## src/attn_pkg.sv

```systemverilog
package attn_pkg;

    //////////////////////////////////////////////////
    // tile geometry defaults
    //////////////////////////////////////////////////
    parameter int N_ELEM      = 8;   // scores per row, one key tile
    parameter int N_ROWS      = 16;  // query rows per block
    parameter int SCALE_SHIFT = 2;   // stands in for 1/sqrt(d_k)

    //////////////////////////////////////////////////
    // datapath widths and types
    //////////////////////////////////////////////////
    parameter int SCORE_W = 8;
    parameter int PROB_W  = 8;
    parameter int SUM_W   = 16;
    parameter int ROW_W   = 4;       // covers N_ROWS up to 16

    typedef logic signed [SCORE_W-1:0] score_t;  // score, scaled score, running max
    typedef logic        [PROB_W-1:0]  prob_t;   // 128 at the row maximum
    typedef logic        [SUM_W-1:0]   sum_t;    // running exponent sum
    typedef logic        [ROW_W-1:0]   row_idx_t;

    //////////////////////////////////////////////////
    // constants
    //////////////////////////////////////////////////
    // a fresh key sweep starts from the most negative score, so the
    // first tile max always wins and the old sum is scaled to nothing
    localparam score_t SCORE_MIN = score_t'(-128);
    localparam prob_t  PROB_ONE  = prob_t'(128);   // 2^0 in 1.7 format
    localparam sum_t   SUM_MAX   = '1;             // saturation ceiling

endpackage
```

## src/online_softmax_top.sv

```systemverilog
`timescale 1ns/10ps

module online_softmax_top
    import attn_pkg::*;
#(
    parameter int N_ELEM      = attn_pkg::N_ELEM,
    parameter int N_ROWS      = attn_pkg::N_ROWS,
    parameter int SCALE_SHIFT = attn_pkg::SCALE_SHIFT
) (
    input  logic     I_CLK,
    input  logic     I_RST_N,
    // score rows in
    input  logic     i_row_vld,
    input  score_t   i_row_data [N_ELEM],
    input  row_idx_t i_row_idx,
    input  logic     i_first,
    output logic     o_row_rdy,
    // probabilities and statistics out
    output logic     o_res_vld,
    output prob_t    o_prob [N_ELEM],
    output score_t   o_max,
    output sum_t     o_sum,
    output row_idx_t o_row_idx,
    input  logic     i_res_rdy
);

    logic     s1_vld;
    logic     s1_rdy;
    score_t   s1_scaled [N_ELEM];
    score_t   s1_tile_max;
    row_idx_t s1_row_idx;
    logic     s1_first;

    //////////////////////////////////////////////////
    // stage 1 scale and tile max
    //////////////////////////////////////////////////
    score_scale_max #(
        .N_ELEM      (N_ELEM),
        .SCALE_SHIFT (SCALE_SHIFT)
    ) u_score_scale_max (
        .I_CLK      (I_CLK),
        .I_RST_N    (I_RST_N),
        .i_row_vld  (i_row_vld),
        .i_row_data (i_row_data),
        .i_row_idx  (i_row_idx),
        .i_first    (i_first),
        .i_down_rdy (s1_rdy),
        .o_row_rdy  (o_row_rdy),
        .o_vld      (s1_vld),
        .o_scaled   (s1_scaled),
        .o_tile_max (s1_tile_max),
        .o_row_idx  (s1_row_idx),
        .o_first    (s1_first)
    );

    //////////////////////////////////////////////////
    // stage 2 online softmax statistics
    //////////////////////////////////////////////////
    online_softmax_stats #(
        .N_ELEM (N_ELEM),
        .N_ROWS (N_ROWS)
    ) u_softmax_stats (
        .I_CLK      (I_CLK),
        .I_RST_N    (I_RST_N),
        .i_vld      (s1_vld),
        .i_scaled   (s1_scaled),
        .i_tile_max (s1_tile_max),
        .i_row_idx  (s1_row_idx),
        .i_first    (s1_first),
        .i_res_rdy  (i_res_rdy),
        .o_rdy      (s1_rdy),
        .o_res_vld  (o_res_vld),
        .o_prob     (o_prob),
        .o_max      (o_max),
        .o_sum      (o_sum),
        .o_row_idx  (o_row_idx)
    );

endmodule

```

## src/online_softmax_stats.sv

```systemverilog
`timescale 1ns/10ps

module online_softmax_stats
    import attn_pkg::*;
#(
    parameter int N_ELEM = attn_pkg::N_ELEM,
    parameter int N_ROWS = attn_pkg::N_ROWS
) (
    input  logic     I_CLK,
    input  logic     I_RST_N,
    input  logic     i_vld,
    input  score_t   i_scaled [N_ELEM],
    input  score_t   i_tile_max,
    input  row_idx_t i_row_idx,
    input  logic     i_first,
    input  logic     i_res_rdy,
    output logic     o_rdy,
    output logic     o_res_vld,
    output prob_t    o_prob [N_ELEM],
    output score_t   o_max,
    output sum_t     o_sum,
    output row_idx_t o_row_idx
);

    localparam int DIFF_W = SCORE_W + 1;                      // max minus score, never negative
    localparam int ACC_W  = SUM_W + $clog2(N_ELEM + 1) + 1;   // headroom before saturation

    score_t max_mem [N_ROWS];  // running max per query row
    sum_t   sum_mem [N_ROWS];  // running sum per query row

    score_t            old_max;
    sum_t              old_sum;
    score_t            new_max;
    sum_t              new_sum;
    logic [DIFF_W-1:0] max_delta;
    logic [DIFF_W-1:0] elem_diff [N_ELEM];
    prob_t             prob [N_ELEM];
    sum_t              sum_scaled;
    logic [ACC_W-1:0]  sum_raw;
    logic              take;

    //////////////////////////////////////////////////
    // old statistics and new max
    //////////////////////////////////////////////////
    assign old_max = i_first ? SCORE_MIN : max_mem[i_row_idx];  // new sweep starts fresh
    assign old_sum = i_first ? '0 : sum_mem[i_row_idx];
    assign new_max = (i_tile_max > old_max) ? i_tile_max : old_max;

    //////////////////////////////////////////////////
    // base-2 probabilities and rescaled sum
    //////////////////////////////////////////////////
    for (genvar j = 0; j < N_ELEM; j++) begin : g_prob
        assign elem_diff[j] = DIFF_W'(new_max) - DIFF_W'(i_scaled[j]);  // sign-extended
        assign prob[j]      = (elem_diff[j] >= DIFF_W'(8)) ? '0 : (PROB_ONE >> elem_diff[j][2:0]);
    end

    assign max_delta  = DIFF_W'(new_max) - DIFF_W'(old_max);
    // exp(old - new) as a right shift of the old sum
    assign sum_scaled = (max_delta >= DIFF_W'(16)) ? '0 : (old_sum >> max_delta[3:0]);

    always_comb begin
        sum_raw = ACC_W'(sum_scaled);
        for (int j = 0; j < N_ELEM; j++) begin
            sum_raw = sum_raw + ACC_W'(prob[j]);
        end
        if (sum_raw > ACC_W'(SUM_MAX)) begin
            new_sum = SUM_MAX;  // saturate
        end else begin
            new_sum = sum_t'(sum_raw);
        end
    end

    //////////////////////////////////////////////////
    // stat memory and result register
    //////////////////////////////////////////////////
    assign o_rdy = !o_res_vld || i_res_rdy;
    assign take  = i_vld && o_rdy;

    // read and write share the take edge, so the next row sees this update
    always_ff @(posedge I_CLK or negedge I_RST_N) begin
        if (!I_RST_N) begin
            for (int r = 0; r < N_ROWS; r++) begin
                max_mem[r] <= '0;
                sum_mem[r] <= '0;
            end
            o_res_vld <= 1'b0;
        end else begin
            if (take) begin
                max_mem[i_row_idx] <= new_max;
                sum_mem[i_row_idx] <= new_sum;
            end
            if (o_rdy) begin
                o_res_vld <= i_vld;
            end
        end
    end

    always_ff @(posedge I_CLK) begin
        if (take) begin
            o_prob    <= prob;
            o_max     <= new_max;
            o_sum     <= new_sum;
            o_row_idx <= i_row_idx;
        end
    end

    a_row_in_range : assert property (
        @(posedge I_CLK) disable iff (!I_RST_N)
        i_vld |-> (32'(i_row_idx) < N_ROWS)
    );

    // result held until downstream takes it
    a_res_held : assert property (
        @(posedge I_CLK) disable iff (!I_RST_N)
        (o_res_vld && !i_res_rdy) |=> o_res_vld
    );

endmodule

```

## src/score_scale_max.sv

```systemverilog
`timescale 1ns/10ps

module score_scale_max
    import attn_pkg::*;
#(
    parameter int N_ELEM      = attn_pkg::N_ELEM,
    parameter int SCALE_SHIFT = attn_pkg::SCALE_SHIFT
) (
    input  logic     I_CLK,
    input  logic     I_RST_N,
    input  logic     i_row_vld,
    input  score_t   i_row_data [N_ELEM],
    input  row_idx_t i_row_idx,
    input  logic     i_first,
    input  logic     i_down_rdy,
    output logic     o_row_rdy,
    output logic     o_vld,
    output score_t   o_scaled [N_ELEM],
    output score_t   o_tile_max,
    output row_idx_t o_row_idx,
    output logic     o_first
);

    localparam int LEVELS = (N_ELEM > 1) ? $clog2(N_ELEM) : 1;
    localparam int WIDTH  = 1 << LEVELS;   // leaves, padded to a power of two

    score_t scaled [N_ELEM];
    score_t cmp_tree [LEVELS+1][WIDTH];
    logic   load;
    logic [N_ELEM*SCORE_W-1:0] scaled_flat;

    //////////////////////////////////////////////////
    // scaling and max tree
    //////////////////////////////////////////////////
    for (genvar j = 0; j < WIDTH; j++) begin : g_leaf
        if (j < N_ELEM) begin : g_real
            assign scaled[j]      = i_row_data[j] >>> SCALE_SHIFT;  // arithmetic, keeps sign
            assign cmp_tree[0][j] = scaled[j];
        end else begin : g_pad
            assign cmp_tree[0][j] = SCORE_MIN;  // pad never wins
        end
    end

    for (genvar lvl = 1; lvl <= LEVELS; lvl++) begin : g_level
        for (genvar j = 0; j < (WIDTH >> lvl); j++) begin : g_node
            assign cmp_tree[lvl][j] = (cmp_tree[lvl-1][2*j] > cmp_tree[lvl-1][2*j+1]) ?
                                      cmp_tree[lvl-1][2*j] : cmp_tree[lvl-1][2*j+1];
        end
    end

    //////////////////////////////////////////////////
    // stage register
    //////////////////////////////////////////////////
    assign o_row_rdy = !o_vld || i_down_rdy;  // empty or draining
    assign load      = i_row_vld && o_row_rdy;

    always_ff @(posedge I_CLK or negedge I_RST_N) begin
        if (!I_RST_N) begin
            o_vld <= 1'b0;
        end else if (o_row_rdy) begin
            o_vld <= i_row_vld;
        end
    end

    always_ff @(posedge I_CLK) begin
        if (load) begin
            o_scaled   <= scaled;
            o_tile_max <= cmp_tree[LEVELS][0];  // root of the tree
            o_row_idx  <= i_row_idx;
            o_first    <= i_first;
        end
    end

    always_comb begin
        for (int j = 0; j < N_ELEM; j++) begin
            scaled_flat[j*SCORE_W +: SCORE_W] = o_scaled[j];
        end
    end

    // a stalled row must not change under the consumer
    a_hold_stable : assert property (
        @(posedge I_CLK) disable iff (!I_RST_N)
        (o_vld && !i_down_rdy) |=> (o_vld && $stable(scaled_flat) && $stable(o_tile_max)
                                    && $stable(o_row_idx) && $stable(o_first))
    );

endmodule

```

## config.mk

```make
export PLATFORM = sky130hd
export DESIGN_NAME = online_softmax_top
export DESIGN_NICKNAME = d
export VERILOG_FILES = /design/src/attn_pkg.sv /design/src/online_softmax_top.sv /design/src/online_softmax_stats.sv /design/src/score_scale_max.sv
export SDC_FILE = /design/constraint.sdc
export NUM_CORES = 1
export LEC_CHECK = 0
export BUFFER_PORTS_ARGS = -buffer_cell sky130_fd_sc_hd__buf_4
export CORE_MARGIN = 2
export CORE_UTILIZATION = 62
export CTS_BUF_LIST = sky130_fd_sc_hd__clkbuf_16
export DETAILED_ROUTE_END_ITERATION = 6
export GPL_TIMING_DRIVEN = 0
export PLACE_DENSITY = 0.81
export SETUP_SLACK_MARGIN = 0.05
export SKIP_CTS_REPAIR_TIMING = 1
export SLEW_MARGIN = 20
export SYNTH_ARGS = -nofsm -noshare
export SYNTH_HDL_FRONTEND = slang
export SYNTH_SLANG_ARGS = --single-unit
```

## constraint.sdc

```tcl
create_clock -name I_CLK -period 16.85 [get_ports I_CLK]
set_clock_uncertainty 0.2 [all_clocks]
set_input_delay 0 -clock I_CLK [delete_from_list [all_inputs] [get_ports I_CLK]]
set_output_delay 0 -clock I_CLK [all_outputs]
set_load 0.01 [all_outputs]
```

## Word level (Yosys, flattened, before mapping)

Cells that the tools add are included.

| operators by class | value |
|---|---|
| $add $sub $neg | 17 |
| magnitude comparators | 20 |
| shifts and indexed selects | 9 |
| mux-type cells | 32 |
| bitwise gates (word level) | 1 |
| reduce and logical (&&, ||, !) cells | 7 |

Operators with widths:

| cell | number |
|---|---|
| $bwmux 256 | 1 |
| $mux 8 | 20 |
| $add 21x8->21 | 7 |
| $bwmux 128 | 1 |
| $mux 16 | 6 |
| $ge 9x4->1 const B | 8 |
| $sub 8x6->9 | 8 |
| $bmux 16 s4 | 1 |
| $demux 16 s4 | 1 |
| $shr 8x3->8 const A | 8 |
| $bmux 8 s4 | 1 |
| $demux 8 s4 | 1 |
| $gt 8x8->1 | 4 |
| $gt 6x6->1 | 4 |
| $gt 21x16->1 const B | 1 |
| $add 16x8->17 | 1 |
| $shr 16x4->16 | 1 |
| $ge 9x5->1 const B | 1 |
| $sub 8x8->9 | 1 |
| $ge 5x5->1 const B | 1 |
| $lt 5x1->1 const B | 1 |
| $not 4->5 | 1 |
| $logic_and 1x1->1 | 3 |
| $logic_not 1->1 | 2 |
| $logic_or 1x1->1 | 2 |

| word-level totals | value |
|---|---|
| register bits after elaboration | 539 |
| input port bits | 73 |
| output and inout bits | 94 |

## Logic depth before layout (Yosys ltp)

| logic depth | value |
|---|---|
| depth in word-level cells | 21 |
| depth in mapped cells | 59 |
| mapped depth without buffers | 51 |

## Hierarchy

From an unflattened synthesis, not the netlist that was laid out.

| unflattened totals | value |
|---|---|
| cell total of the unflattened synthesis | 2,728 |
| area total of the unflattened synthesis | 29,594.6 um^2 |

By module, submodules not included:

| module | instances | cells each | area an instance (um^2) |
|---|---|---|---|
| online_softmax_stats | 1 | 2,413 | 25,907.3 |
| score_scale_max | 1 | 315 | 3,687.3 |

## Worst setup path before layout

No wires, ideal clock.

| timing | value |
|---|---|
| path kind | reg2reg |
| from | register u_score_scale_max.o_row_idx[1] |
| to | register u_softmax_stats.o_sum[13] (data pin) |
| arrival time | 13,315 ps |
| required time | 16,392 ps |
| slack | 3,077 ps |
| stages on the path, launching flop included | 53 |
| path buffers | 10 |
| period minus slack after synthesis | 13,773 ps |
| cell sequence | edfxtp_1 -> buf_6 -> buf_6 -> buf_6 -> buf_6 -> clkbuf_1 -> clkbuf_1 -> mux4_2 -> mux4_2 -> nor2b_1 -> inv_1 -> ha_1 -> nor2b_1 -> o21a_1 -> o21ai_0 -> nand2b_1 -> a21oi_1 -> nor2b_1 -> [... 17 more ...] -> o21bai_1 -> a21oi_1 -> xnor2_1 -> fa_1 -> fa_1 -> fa_1 -> inv_1 -> fa_1 -> inv_1 -> ha_1 -> a21boi_0 -> o41ai_1 -> o2111ai_1 -> or4_1 -> nand4_1 -> xor2_2 -> buf_4 -> nand2_1 |

| on the way | value |
|---|---|
| word-level cells in the longest chain between the ends | 20 |

RTL lines:

| item | RTL line | text |
|---|---|---|
| start: declaration | score_scale_max.sv:20 | `output row_idx_t o_row_idx,` |
| start signal: assignment | score_scale_max.sv:69 | `o_row_idx <= i_row_idx;` |
| $not 4->5 (not written as such) (*) | online_softmax_stats.sv:45 | `assign old_max = i_first ? SCORE_MIN : max_mem[i_row_idx];` |
| $bmux 8 s4 (*) | online_softmax_stats.sv:45 |  |
| $mux 8 (not written as such) (*) (2 in series) | online_softmax_stats.sv:45 |  |
| $mux 8 (*) | online_softmax_stats.sv:45 |  |
| $gt 8x8->1 | online_softmax_stats.sv:47 | `assign new_max = (i_tile_max > old_max) ? i_tile_max : old_max;` |
| $mux 8 (*) | online_softmax_stats.sv:47 |  |
| named net u_softmax_stats.new_max[1] | online_softmax_stats.sv:33 | `score_t new_max;` |
| $sub 8x8->9 or $sub 8x6->9 (tied branches) | online_softmax_stats.sv:57, online_softmax_stats.sv:53 |  |
| $ge 9x5->1, or another cell as far along | online_softmax_stats.sv:59 | `assign sum_scaled = (max_delta >= DIFF_W'(16)) ? '0 : (old_sum >> max_delta[3:0]);` |
| $mux 16 or $mux 8 (tied branches) | online_softmax_stats.sv:59, online_softmax_stats.sv:54 |  |
| $add 16x8->17 | online_softmax_stats.sv:64 | `sum_raw = sum_raw + ACC_W'(prob[j]);` |
| $add 21x8->21 (6 in series) | online_softmax_stats.sv:64 |  |
| $add 21x8->21 (*) | online_softmax_stats.sv:64 |  |
| $gt 21x16->1 | online_softmax_stats.sv:66 | `if (sum_raw > ACC_W'(SUM_MAX)) begin` |
| $mux 16 (*) | online_softmax_stats.sv:66 |  |
| named net u_softmax_stats.new_sum[13] | online_softmax_stats.sv:34 | `sum_t new_sum;` |
| end signal: assignment | online_softmax_stats.sv:102 | `o_sum <= new_sum;` |
| end: declaration | online_softmax_stats.sv:21 | `output sum_t o_sum,` |

The timed path passes the listed nets; every way through them passes the cells marked *. The select of a mux whose other input is x is not followed.
A chain may end at the register's enable or synchronous reset.

## Worst setup path after layout

| timing | value |
|---|---|
| from | register u_score_scale_max.o_row_idx[3] |
| to | register u_softmax_stats.o_sum[13] (data pin) |

Same word-level chain as after synthesis.

==> run metrics <==
status=complete, but fails checks; failing checks=DRC; PortBufs=150; DRC viols=21; # setup viols final=0; worst endpoint required time=17.04 ns; CP startpoint kind=flop; Tmin final=16.14 ns; share of layout cells above drive strength 1=15.2%; max-slew violation count=0; TritonRoute pass-1 iters=7; most frequent cells in the layout=386 x dfrtp_1, 343 x nor2_1, 223 x a31oi_1; largest net degree at the start of global routing=97; fmax=0.0620 GHz; worst slack, placed=-0.872 ns; Placed Area=32500 um^2; Ports=between 150 and 200; Starting Density=62.4%; All-Layer GR Usage=36.7%; CTS clock-pin slew for the worst setup and hold paths=0.06 ns; GR Overflow Total=0; Rows=81; number of global-route vias before repair=24800; Synthesis Warnings=0; Core Box Area=48600 um^2; Worst Setup Path Type=flop to flop; Maximum Capacitance Violations=0; HPWL after DPL=67.5 mm; Mapped Nets=3113; Avg WL per Cell=24.9 um; initial antenna violation count=1; CTS Sinks=537; Peak supply drop=roughly 0.19 mV; most common cell after layout, fill and taps aside=dfrtp_1; RSZ-0062 raised after global routing=false; Clock Latency Late Sink=0.65 ns; via/cell ratio=6.55; Final period util=95.8%; H-tree Lvls=2; PnR Total Power=roughly 6.3 mW; Slew HR=a little over a fifth; hold_ws=0.171 ns; static leakage=15.9 nW; first-pass GRT wire length=140 mm; crit-path most repeated cell=inv_1; fillers=3339; post-synthesis average cell area=around 11 um^2; Root Driver=clkbuf_16; post-route cell area=roughly 36000 um^2; HP Class=input pin to flop; Nets=3440; sequential fraction of the synthesis area=46.8%; Yosys cell types=77; synthesized cell area=30400 um^2; endpoints failing hold=0; arrival time at the worst endpoint=16.33 ns; Synth Register Bits=about 540; Crit. End Element=flop; area of the die=50800 um^2; antenna-violating nets left=0; setup ws final=between 0.7 and 0.8 ns; number of DRC markers in iteration 0=3115; CP peak stage delay=0.62 ns; Die X=225 um; CTS tree=done; area delta synth->final=17.0%; pwr dens=about 180 nW/um^2; GPL Wtd Cong=0.976; clk buf depth=3; dominant synthesized flop cell=dfrtp_1; Inserted Clock Buffers=55; Worst-Margin Slew=1.14 ns; die height=approximately 230 um; number of enable flip-flop cells after synthesis=approximately 150; Async SR Flop Fraction=a little under three quarters; total number of vias=25100; drt total wl=95.2 mm; CP max FO=10; Slowest-stage cell, CP=clkbuf_1; Synth Instances=approximately 2800; ANT cells=0
==> metal layers <==
metal  part of all wire, %  GRT usage (%)  vias up
met4                   5.6           18.3        2
met1                    37           48.3    12400
met5                 0.011         0.0978        -
met2                    47           58.2     1465
li1                      -              -    10800
met3                   9.8           7.65      371
==> cell families (layout without fill, tap and decap cells) <==
kind of cell               Yosys count  in the layout  share of synthesized area (%)
and+or+nand+nor                    810            810                           12.1
AOI/OAI and AO/OA                  639            639                           13.8
DFF                                537            537                           46.8
buffers and inverters              379            753                           5.57
muxes                              224            224                           10.7
adders and majority gates          204            204                           9.82
xor gates and xnor gates            43             43                           1.27
==> final cells by class <==
| cell class | instances | area (um^2) | area share (%) |
|---|---|---|---|
| Inverter | 207 | 777 | 2.19 |
| Clock inverter | 48 | 412 | 1.16 |
| Buffer | 171 | 928 | 2.61 |
| Multi-Input combinational cell | 1920 | 14600 | 41.0 |
| Clock buffer | 56 | 1400 | 3.95 |
| Sequential cell | 537 | 14200 | 40.0 |
| Tap cell | 622 | 778 | 2.19 |
| Timing Repair Buffer | 271 | 2460 | 6.92 |
==> Yosys cell counts, drive strengths merged, types with 4 or more instances <==
cell type | number | area [um^2]
and2 | 10 | 62.6
nand3b | 4 | 30.0
mux2i | 101 | 1010
nor3 | 25 | 125
mux2 | 47 | 529
and3 | 21 | 131
nor2 | 344 | 1290
a31oi | 255 | 1800
xnor2 | 23 | 201
nand4 | 16 | 115
a2111oi | 4 | 35.0
and3b | 11 | 96.3
xor2 | 20 | 183
a211oi | 34 | 255
a21oi | 69 | 357
or3 | 6 | 37.5
nor2b | 41 | 257
a22oi | 37 | 283
o21bai | 6 | 45.0
a21o | 13 | 97.6
buf | 58 | 485
o211ai | 10 | 75.1
nand3 | 30 | 150
clkbuf | 114 | 428
or2 | 15 | 93.8
inv | 204 | 766
nand2 | 222 | 833
nor3b | 4 | 30.0
edfxtp | 151 | 4530
o31ai | 5 | 37.5
fa | 57 | 1140
o21ai | 160 | 801
nor4 | 14 | 93.8
mux4 | 76 | 1710
nand2b | 36 | 225
dfrtp | 386 | 9660
ha | 147 | 1840
o221ai | 4 | 35.0
o21a | 15 | 113
==> path summary, 6_finish.rpt <==
kind                       cells past startpoint  slack [ns]                                  endpoint                                startpoint
max                                           53        0.71       u_softmax_stats.o_sum[13]$_DFFE_PP_  u_score_scale_max.o_row_idx[3]$_DFFE_PP_
min in group asynchronous                      4        0.25  u_softmax_stats.sum_mem[251]$_DFFE_PN0P_                                   I_RST_N
max in group asynchronous                      5       15.34   u_softmax_stats.max_mem[73]$_DFFE_PN0P_                                   I_RST_N
max reg2reg                                   53        0.71       u_softmax_stats.o_sum[13]$_DFFE_PP_  u_score_scale_max.o_row_idx[3]$_DFFE_PP_
min                                            4        0.17     u_softmax_stats.o_res_vld$_DFFE_PN0P_                                 i_res_rdy
min reg2reg                                    0        0.26    u_softmax_stats.o_row_idx[0]$_DFFE_PP_  u_score_scale_max.o_row_idx[0]$_DFFE_PP_
==> critical path, delay by kind of cell, from the launching register on <==
| family | cells | cell delay [ns] |
|---|---|---|
| AOI/OAI and AO/OA | 14 | 3.15 |
| xor gates and xnor gates | 3 | 1.17 |
| adders and majority gates | 9 | 3.87 |
| buffers and inverters | 16 | 4.69 |
| DFF | 1 | 0.39 |
| muxes | 2 | 0.87 |
| and+or+nand+nor | 9 | 1.51 |
==> power breakdown <==
part	internal, mW	switching [mW]
Clock	0.698	0.544
Combinational	1.15	1.91
Sequential	1.79	0.246
Total	3.65	2.70
==> stage by stage <==
step                      std cells  setup TNS (ns)  utilization, %
after global placement         3608         -253.56            66.3
after detailed placement       3616          -88.08            66.8
after floorplan                2836               0               -
after global routing           3832               0            73.0
final                          3832               0            73.0
after CTS                      3720         -124.01            70.5
==> state kept, by name, summed over array words and instances, names as in the netlist <==
| register | flops |
|---|---|
| u_score_scale_max.o_scaled | 48 |
| u_softmax_stats.max_mem | 128 |
| u_score_scale_max.o_first | 1 |
| u_score_scale_max.o_row_idx | 4 |
| u_softmax_stats.sum_mem | 256 |
| u_softmax_stats.o_prob | 64 |
| u_softmax_stats.o_res_vld | 1 |
| u_score_scale_max.o_vld | 1 |
| u_softmax_stats.o_max | 8 |
| u_softmax_stats.o_sum | 16 |
| u_softmax_stats.o_row_idx | 4 |
| u_score_scale_max.o_tile_max | 6 |
Note: power is estimated with default switching activity, not from simulation.
